### src/logic/xgmii_rx_pkg.sv
package xgmii_rx_pkg;

    // XGMII bus geometry
    localparam int XGMII_DATA_W = 64;
    localparam int XGMII_LANES  = 8;

    // Control characters seen on a lane with its rxc bit set
    typedef enum logic [7:0] {
        RS_IDLE  = 8'h07,
        RS_START = 8'hFB,
        RS_TERM  = 8'hFD
    } xgmii_ctrl_e;

    // Receive framing state
    typedef enum logic {
        RX_IDLE = 1'b0,
        RX_DATA = 1'b1
    } rx_state_e;

    // Ethernet CRC-32, reflected form, bytes fed LSB first
    localparam int               CRC_W    = 32;
    localparam logic [CRC_W-1:0] CRC_INIT = 32'hFFFF_FFFF;
    localparam logic [CRC_W-1:0] CRC_POLY = 32'hEDB8_8320;

endpackage

### src/logic/crc32_engine.sv
`timescale 1ns/1ps

module crc32_engine
    import xgmii_rx_pkg::*;
(
    input  logic                    i_clk,
    input  logic                    i_reset,
    input  logic [XGMII_DATA_W-1:0] i_data,
    input  logic [XGMII_LANES-1:0]  i_valid,
    output logic [CRC_W-1:0]        o_crc
);

    logic [CRC_W-1:0] crc_q;
    logic [CRC_W-1:0] crc_d;

    // One byte through the reflected polynomial, bit 0 first
    function automatic logic [CRC_W-1:0] crc_byte(
        input logic [CRC_W-1:0] crc_in,
        input logic [7:0]       data_in
    );
        logic [CRC_W-1:0] c;
        c = crc_in ^ {{(CRC_W-8){1'b0}}, data_in};
        for (int b = 0; b < 8; b++) begin
            if (c[0]) begin
                c = (c >> 1) ^ CRC_POLY;
            end else begin
                c = c >> 1;
            end
        end
        return c;
    endfunction

    // Fold enabled lanes in wire order, lane 0 is the earliest byte
    always_comb begin
        crc_d = crc_q;
        for (int lane = 0; lane < XGMII_LANES; lane++) begin
            if (i_valid[lane]) begin
                crc_d = crc_byte(crc_d, i_data[lane*8 +: 8]);
            end
        end
    end

    // With no lanes enabled crc_d equals crc_q, so the register holds
    always_ff @(posedge i_clk) begin
        if (i_reset) begin
            crc_q <= CRC_INIT;
        end else begin
            crc_q <= crc_d;
        end
    end

    // Unregistered result including this cycle's bytes
    assign o_crc = ~crc_d;

endmodule

### src/logic/rx_fcs_checker.sv
`timescale 1ns/1ps

module rx_fcs_checker
    import xgmii_rx_pkg::*;
(
    input  logic                    i_clk,
    input  logic                    i_reset,
    input  logic                    i_in_frame,
    input  logic                    i_phy_rx_valid,
    input  logic [XGMII_DATA_W-1:0] i_xgmii_rxd,
    input  logic [XGMII_DATA_W-1:0] i_beat_data,
    input  logic [XGMII_LANES-1:0]  i_beat_keep,
    input  logic                    i_term_found,
    input  logic [XGMII_LANES-1:0]  i_term_loc,
    output logic                    o_fcs_ok
);

    logic                    crc_clear;
    logic [XGMII_LANES-1:0]  valid_lanes;

    // Terminate in lanes 0..3 puts at least part of the FCS in the previous word
    logic                    term_lo;
    logic                    term_hi;
    logic [2:0]              term_idx;

    logic [XGMII_LANES-1:0]  now_excl;
    logic [XGMII_LANES-1:0]  dly_excl;
    logic [XGMII_LANES-1:0]  now_mask;
    logic [XGMII_LANES-1:0]  now_en;
    logic [XGMII_LANES-1:0]  dly_en;

    // Previous beat as seen by the current engine
    logic [XGMII_DATA_W-1:0] data_del_q;
    logic [XGMII_LANES-1:0]  mask_del_q;

    // Lanes 4..7 of the previous raw word
    logic [31:0]             prev_upper_q;
    logic [95:0]             fcs_window;
    logic [CRC_W-1:0]        fcs_rx;

    logic [CRC_W-1:0]        crc_now;
    logic [CRC_W-1:0]        crc_delayed;
    logic [CRC_W-1:0]        crc_sel;

    // Both engines restart from the init value between frames
    assign crc_clear   = i_reset || (rx_state_e'(i_in_frame) == RX_IDLE);
    assign valid_lanes = {XGMII_LANES{i_phy_rx_valid}};

    assign term_lo = |i_term_loc[3:0];
    assign term_hi = |i_term_loc[7:4];

    always_comb begin
        term_idx = '0;
        for (int lane = 0; lane < XGMII_LANES; lane++) begin
            if (i_term_loc[lane]) begin
                term_idx = 3'(lane);
            end
        end
    end

    // Lanes that hold frame data, before the four FCS bytes
    assign now_excl = {4'b0000, i_term_loc[7:4]} - 1'b1;
    assign dly_excl = {i_term_loc[3:0], 4'b0000} - 1'b1;

    always_comb begin
        if (term_hi) begin
            now_mask = i_beat_keep & now_excl;
        end else if (term_lo) begin
            now_mask = '0;
        end else begin
            now_mask = i_beat_keep;
        end
    end

    assign now_en = now_mask & valid_lanes;
    assign dly_en = (term_lo ? (mask_del_q & dly_excl) : mask_del_q) & valid_lanes;

    always_ff @(posedge i_clk) begin
        if (i_reset) begin
            mask_del_q <= '0;
        end else if (i_phy_rx_valid) begin
            mask_del_q <= now_mask;
        end
    end

    always_ff @(posedge i_clk) begin
        if (i_phy_rx_valid) begin
            data_del_q   <= i_beat_data;
            prev_upper_q <= i_xgmii_rxd[63:32];
        end
    end

    // FCS sits in the four byte lanes just below the terminate
    assign fcs_window = {i_xgmii_rxd, prev_upper_q};
    assign fcs_rx     = fcs_window[term_idx*8 +: 32];

    crc32_engine u_crc_now (
        .i_clk   (i_clk),
        .i_reset (crc_clear),
        .i_data  (i_beat_data),
        .i_valid (now_en),
        .o_crc   (crc_now)
    );

    crc32_engine u_crc_delayed (
        .i_clk   (i_clk),
        .i_reset (crc_clear),
        .i_data  (data_del_q),
        .i_valid (dly_en),
        .o_crc   (crc_delayed)
    );

    // Delayed engine once any FCS byte lives in the previous word
    assign crc_sel  = term_hi ? crc_now : crc_delayed;
    assign o_fcs_ok = i_term_found && (fcs_rx == crc_sel);

endmodule

### src/logic/rx_frame_delineator.sv
`timescale 1ns/1ps

module rx_frame_delineator
    import xgmii_rx_pkg::*;
(
    input  logic                    i_clk,
    input  logic                    i_reset,
    input  logic [XGMII_DATA_W-1:0] i_xgmii_rxd,
    input  logic [XGMII_LANES-1:0]  i_xgmii_rxc,
    input  logic                    i_phy_rx_valid,
    output logic                    o_in_frame,
    output logic [XGMII_DATA_W-1:0] o_beat_data,
    output logic [XGMII_LANES-1:0]  o_beat_keep,
    output logic                    o_beat_valid,
    output logic                    o_term_found,
    output logic [XGMII_LANES-1:0]  o_term_loc
);

    localparam logic [XGMII_LANES-1:0] ALL_LANES   = '1;
    localparam logic [XGMII_LANES-1:0] UPPER_LANES = 8'hF0;

    rx_state_e state_q;
    rx_state_e state_d;

    logic in_data;
    logic start_lo;
    logic start_hi;
    logic start_found;

    // First beat after the start word and which lane the start was in
    logic first_q;
    logic start_hi_q;

    logic [XGMII_LANES-1:0] term_loc;
    logic                   term_found;
    logic [XGMII_LANES-1:0] start_keep;
    logic [XGMII_LANES-1:0] term_keep;
    logic [XGMII_LANES-1:0] keep;

    assign in_data = (state_q == RX_DATA);

    // Start code is only legal in lane 0 or lane 4
    assign start_lo = i_phy_rx_valid && i_xgmii_rxc[0] &&
                      (i_xgmii_rxd[7:0] == RS_START);
    assign start_hi = i_phy_rx_valid && i_xgmii_rxc[4] &&
                      (i_xgmii_rxd[39:32] == RS_START);
    assign start_found = !in_data && (start_lo || start_hi);

    // Terminate scan, one flag per lane
    always_comb begin
        for (int lane = 0; lane < XGMII_LANES; lane++) begin
            term_loc[lane] = in_data && i_phy_rx_valid && i_xgmii_rxc[lane] &&
                             (i_xgmii_rxd[lane*8 +: 8] == RS_TERM);
        end
    end

    assign term_found = |term_loc;

    always_comb begin
        state_d = state_q;
        case (state_q)
            RX_IDLE: begin
                if (start_found) begin
                    state_d = RX_DATA;
                end
            end
            RX_DATA: begin
                if (term_found) begin
                    state_d = RX_IDLE;
                end
            end
            default: begin
                state_d = RX_IDLE;
            end
        endcase
    end

    // Everything stalls while the PHY strobe is low
    always_ff @(posedge i_clk) begin
        if (i_reset) begin
            state_q    <= RX_IDLE;
            first_q    <= 1'b0;
            start_hi_q <= 1'b0;
        end else if (i_phy_rx_valid) begin
            state_q    <= state_d;
            first_q    <= start_found;
            start_hi_q <= start_hi;
        end
    end

    // Lane 4 start leaves only the upper half of the first beat
    assign start_keep = (first_q && start_hi_q) ? UPPER_LANES : ALL_LANES;

    // One-hot minus one gives every lane below the terminate
    assign term_keep = term_found ? (term_loc - 1'b1) : ALL_LANES;

    assign keep = in_data ? (start_keep & term_keep) : '0;

    always_comb begin
        for (int lane = 0; lane < XGMII_LANES; lane++) begin
            o_beat_data[lane*8 +: 8] = keep[lane] ? i_xgmii_rxd[lane*8 +: 8] : 8'h00;
        end
    end

    assign o_in_frame   = in_data;
    assign o_beat_keep  = keep;
    assign o_beat_valid = in_data && i_phy_rx_valid;
    assign o_term_found = term_found;
    assign o_term_loc   = term_loc;

endmodule

### src/logic/rx_mac.sv
`timescale 1ns/1ps

module rx_mac
    import xgmii_rx_pkg::*;
(
    input  logic                    i_clk,
    input  logic                    i_reset,
    input  logic [XGMII_DATA_W-1:0] i_xgmii_rxd,
    input  logic [XGMII_LANES-1:0]  i_xgmii_rxc,
    input  logic                    i_phy_rx_valid,
    output logic [XGMII_DATA_W-1:0] o_axis_tdata,
    output logic [XGMII_LANES-1:0]  o_axis_tkeep,
    output logic                    o_axis_tvalid,
    output logic                    o_axis_tlast,
    output logic                    o_axis_tuser
);

    logic                   in_frame;
    logic                   term_found;
    logic [XGMII_LANES-1:0] term_loc;

    // Beat stream goes straight out; the terminate beat is the last beat
    rx_frame_delineator u_delineator (
        .i_clk          (i_clk),
        .i_reset        (i_reset),
        .i_xgmii_rxd    (i_xgmii_rxd),
        .i_xgmii_rxc    (i_xgmii_rxc),
        .i_phy_rx_valid (i_phy_rx_valid),
        .o_in_frame     (in_frame),
        .o_beat_data    (o_axis_tdata),
        .o_beat_keep    (o_axis_tkeep),
        .o_beat_valid   (o_axis_tvalid),
        .o_term_found   (term_found),
        .o_term_loc     (term_loc)
    );

    assign o_axis_tlast = term_found;

    // FCS check result rides on the last beat as tuser
    rx_fcs_checker u_fcs_checker (
        .i_clk          (i_clk),
        .i_reset        (i_reset),
        .i_in_frame     (in_frame),
        .i_phy_rx_valid (i_phy_rx_valid),
        .i_xgmii_rxd    (i_xgmii_rxd),
        .i_beat_data    (o_axis_tdata),
        .i_beat_keep    (o_axis_tkeep),
        .i_term_found   (term_found),
        .i_term_loc     (term_loc),
        .o_fcs_ok       (o_axis_tuser)
    );

endmodule

### config.mk
export PLATFORM = sky130hd
export DESIGN_NAME = rx_mac
export DESIGN_NICKNAME = d
export VERILOG_FILES = /design/src/logic/xgmii_rx_pkg.sv /design/src/logic/crc32_engine.sv /design/src/logic/rx_fcs_checker.sv /design/src/logic/rx_frame_delineator.sv /design/src/logic/rx_mac.sv
export SDC_FILE = /design/constraint.sdc
export NUM_CORES = 1
export LEC_CHECK = 0
export BUFFER_PORTS_ARGS = -buffer_cell sky130_fd_sc_hd__buf_2
export CORE_AREA = 2 2 248 250
export DETAILED_ROUTE_END_ITERATION = 6
export DIE_AREA = 0 0 250 252
export MAX_ROUTING_LAYER = met4
export PLACE_DENSITY = 0.72
export SYNTH_ARGS = -nofsm -noshare
export SYNTH_HDL_FRONTEND = slang
export SYNTH_HIERARCHICAL = 1
export SYNTH_SLANG_ARGS = --single-unit
### constraint.sdc
create_clock -name i_clk -period 34.9 [get_ports i_clk]
set_input_delay 10.47 -clock i_clk [delete_from_list [all_inputs] [get_ports i_clk]]
set_output_delay 10.47 -clock i_clk [all_outputs]
set_load 0.02 [all_outputs]
==> results.yml <==
run:
  maxCapViolations: 1
detailed_routing:
  via_per_inst: 6.35
  num_vias: 27800
  drtAntennaViolNets: 0
  first_iter_violations: 3639
  wire_per_inst_um: 29.1
  drc: 22
  totalWireLength_um: 127000
  first_pass_iters: 7
power_and_ir_drop:
  p_leak_nw: 14.4
  p_int_w: 0.000411
  p_per_area_nw_per_um2: 17.2
  switching_power_w: 0.000195
  pwr-share-seq_pct: 37.3
  combPwrFrac_pct: 29.0
  switching_share_pct: 32.2
  power_w: 0.000606
  clkPwrFrac_pct: 33.6
  ir_drop_mv: 0.0360
logic_synthesis:
  syn_area_um2: 32900
  yosysTopAreaCell: "xnor2_1"
  yosysMostFrequentCell: "xnor2_1"
  ys.flop_type: "edfxtp_1"
  synth_cells: 3480
  ys_types: 133
  ys_async_sr_fraction_pct: 0
  syn_nets: 3560
  synth-seq-cells: 171
  avgSynthCellArea_um2: 9.47
  synth_common_cells: "xnor2_1, mux2i_1, nor2_1"
  yosysWarnings: 6
  synth-seq-area-share_pct: 13.3
  synth_edf_count: 96
  synth_area_leaders: "xnor2_1, xnor3_1, edfxtp_1"
  synth.top_cell.area_share_pct: 15.3
die:
  die_x_um: 250
  placeableCoreArea_um2: 60100
  row_count: 90
  fp.dieH_um: 252
  io_pins: 150
  start_util_pct: 54.8
  dieArea_um2: 63000
worst_setup_path:
  endpoint: "o_axis_tuser"
  required_ns: 24.43
  r2r_start: "u_delineator/o_in_frame"
  r2r_setup_slack_ns: 23.14
  start_kind: "input port"
  setup.worst_path.end_class: "output port"
  arrival_ns: 23.60
  cp_max_fo: 38
  cpLargestDelayFamily: "XOR/XNOR gates"
  r2r_end: "u_fcs_checker/u_crc_now/crc_q[5]"
  max_stage_delay_ns: 0.92
  cp_common_cell: "xnor3_1"
  critical_path_class: "in -> out"
  worst-path-stages: 36
  crit_slowest_cell: "xnor2_1"
  worstSetupStartpoint: "i_phy_rx_valid"
  crit_buf_inv: 4
  rr_worst_depth: 36
timing:
  rsz0062_at_grt: "no"
  slew_headroom_pct: -10.9
  fin_crit_sh_pct: 97.6
  finalCriticalPeriod_ns: 34.07
  skew_ns: 0.0125
  setup_tns_ns: 0
  hold_ws_ns: 0.481
  max_clock_freq_mhz: 29.4
  final-setup-viol-count: 0
  slew_violations: 3
  hold_violations: 0
  tightest_slew_ns: 1.62
clocking:
  cts_made_buffers: 17
  cts-root-buf: "clkbuf_16"
  clockBufferDepth: 2
  hold_buffers: 0
  clkSinkCount: 171
  h-tree-depth: 4
  clock_latency_ns: 0.49
  cts_setup_buffers: 0
  clkTransAtPathRegs_ns: 0.07
  cts.repair.resized: 0
  tritoncts: "done"
finish:
  drive_above_1_share_pct: 17.6
  syn2layout_area_growth_pct: 7.28
  nFillCells: 5430
  final_nets: 3651
  finalNonFillerCells: 4375
  ff_latch_area_um2: 4380
  multi_input_area_um2: 27600
min_path:
  hold_class: "reg -> reg"
global_route:
  gr-total-overflow: 0
  grt_max_degree: 70
  globalRouteTotalUtil_pct: 40.5
  grt_busiest_layer: "met2"
  met1_usage_pct: 50.1
  grt_use_met2_pct: 62.4
  grt_pass1_wl_um: 180000
  gr-usage-met3_pct: 7.72
  antenna_found_initial: 12
  first_global_vias: 26100
run_status:
  run_status: "finished with violations"
  violations: "DRC, capacitance limit, slew limit"
placed_design:
  port_buffers: 149
  placedCellCount: 4334
  hpwl_um: 103000
  gp_congestion: 1.08
==> area by class of cell <==
class / count / area share, %
diodes: 9 / 0.0637
clock inverters: 14 / 0.496
well taps: 782 / 2.77
flip-flops and latches: 171 / 12.4
multi-input cells: 3077 / 78.2
inverters: 53 / 0.563
repair buffers: 251 / 4.32
clock buffers: 18 / 1.21
==> flip-flops by register name, indices dropped and copies added (netlist names) <==
signal / count
u_fcs_checker/prev_upper_q: 32
u_fcs_checker/u_crc_delayed/crc_q: 32
u_fcs_checker/data_del_q: 64
u_delineator/o_in_frame: 1
u_fcs_checker/mask_del_q: 8
u_delineator/start_hi_q: 1
u_delineator/first_q: 1
u_fcs_checker/u_crc_now/crc_q: 32
==> how the worst min path moves through the flow <==
stage / start / to / slack [ns] / depth (start not counted)
final: u_fcs_checker/mask_del_q[5] / u_fcs_checker/mask_del_q[5] / 0.48 / 2
after global placement: u_fcs_checker/mask_del_q[5] / u_fcs_checker/mask_del_q[5] / 0.46 / 2
after floorplan: u_delineator/first_q / u_delineator/first_q / 0.44 / 2
after detailed placement: u_fcs_checker/mask_del_q[6] / u_fcs_checker/mask_del_q[6] / 0.47 / 2
after global routing: u_fcs_checker/mask_del_q[4] / u_fcs_checker/mask_del_q[4] / 0.49 / 2
after CTS: u_fcs_checker/mask_del_q[6] / u_fcs_checker/mask_del_q[6] / 0.48 / 2
==> stage by stage <==
step / cell area (µm²) / setup slack [ns] / util (%)
6_report: 35300 / 0.833 / 58.8
5_1_grt: 35300 / 0.408 / 58.7
4_1_cts: 35300 / 1.06 / 58.7
3_5_place_dp: 34700 / 1.08 / 57.7
3_3_place_gp: 34700 / 1.03 / 57.7
2_1_floorplan: 32900 / 1.95 / -
==> metal layers <==
layer / wire length [µm] / up-vias
met1: 50300 / 13500
met3: 11400 / 331
met2: 57500 / 1417
met4: 7970 / 0
li1: - / 12600
met5: 0 / -
==> worst register-to-register path: cells and delay by family (launching register included) <==
| kind | cells | cell delay [ns] |
|---|---|---|
| AND/OR/NAND/NOR | 9 | 2.31 |
| multiplexers | 3 | 1.11 |
| adder cells (fa/ha/maj) | 1 | 0.21 |
| buffers and inverters | 4 | 0.79 |
| flip-flops | 1 | 0.31 |
| XOR/XNOR | 14 | 5.35 |
| AO/OA/AOI/OAI | 5 | 1.57 |
==> cells in the final DEF (no fill, tap or decap), drive strengths merged, types with 13 or more instances in the layout <==
cell type and count:
nor2 261, xnor2 648, or2 18, nor2b 18
nand3 65, mux2i 300, nand2b 28, o211ai 18
a211o 21, nor3b 38, a211oi 38, buf 251
xor2 264, edfxtp 96, nor4 35, a21oi 220
and3 26, inv 53, nand4 33, nand2 244
and2 62, xnor3 165, a31oi 26, clkbuf 18
o2111ai 13, nor3 45, a21o 30, nand3b 13
o211a 13, xor3 47, mux2 72, dfxtp 75
or3 26, o21ai 116
==> power groups by stage <==
| stage | Sequential [W] | Clock, W | Combinational [W] |
|---|---|---|---|
| after detailed placement | 0.000230 | 0 | 0.000172 |
| after global routing | 0.000226 | 0.000211 | 0.000186 |
| final | 0.000226 | 0.000204 | 0.000176 |
| after floorplan | 0.000227 | 0 | 0.000132 |
| after CTS | 0.000226 | 0.000205 | 0.000173 |
| after global placement | 0.000230 | 0 | 0.000172 |
==> cells by family after synthesis <==
| logic type | count (synthesis) | synth area share (%) |
|---|---|---|
| DFF | 171 | 13.3 |
| AOI/OAI and AO/OA | 629 | 13.5 |
| muxes | 373 | 12.5 |
| and+or+nand+nor | 946 | 15.0 |
| xor gates and xnor gates | 1124 | 42.3 |
| adders and majority gates | 5 | 0.190 |
| buffers and inverters | 232 | 3.14 |
(Power assumes the default switching activity.)
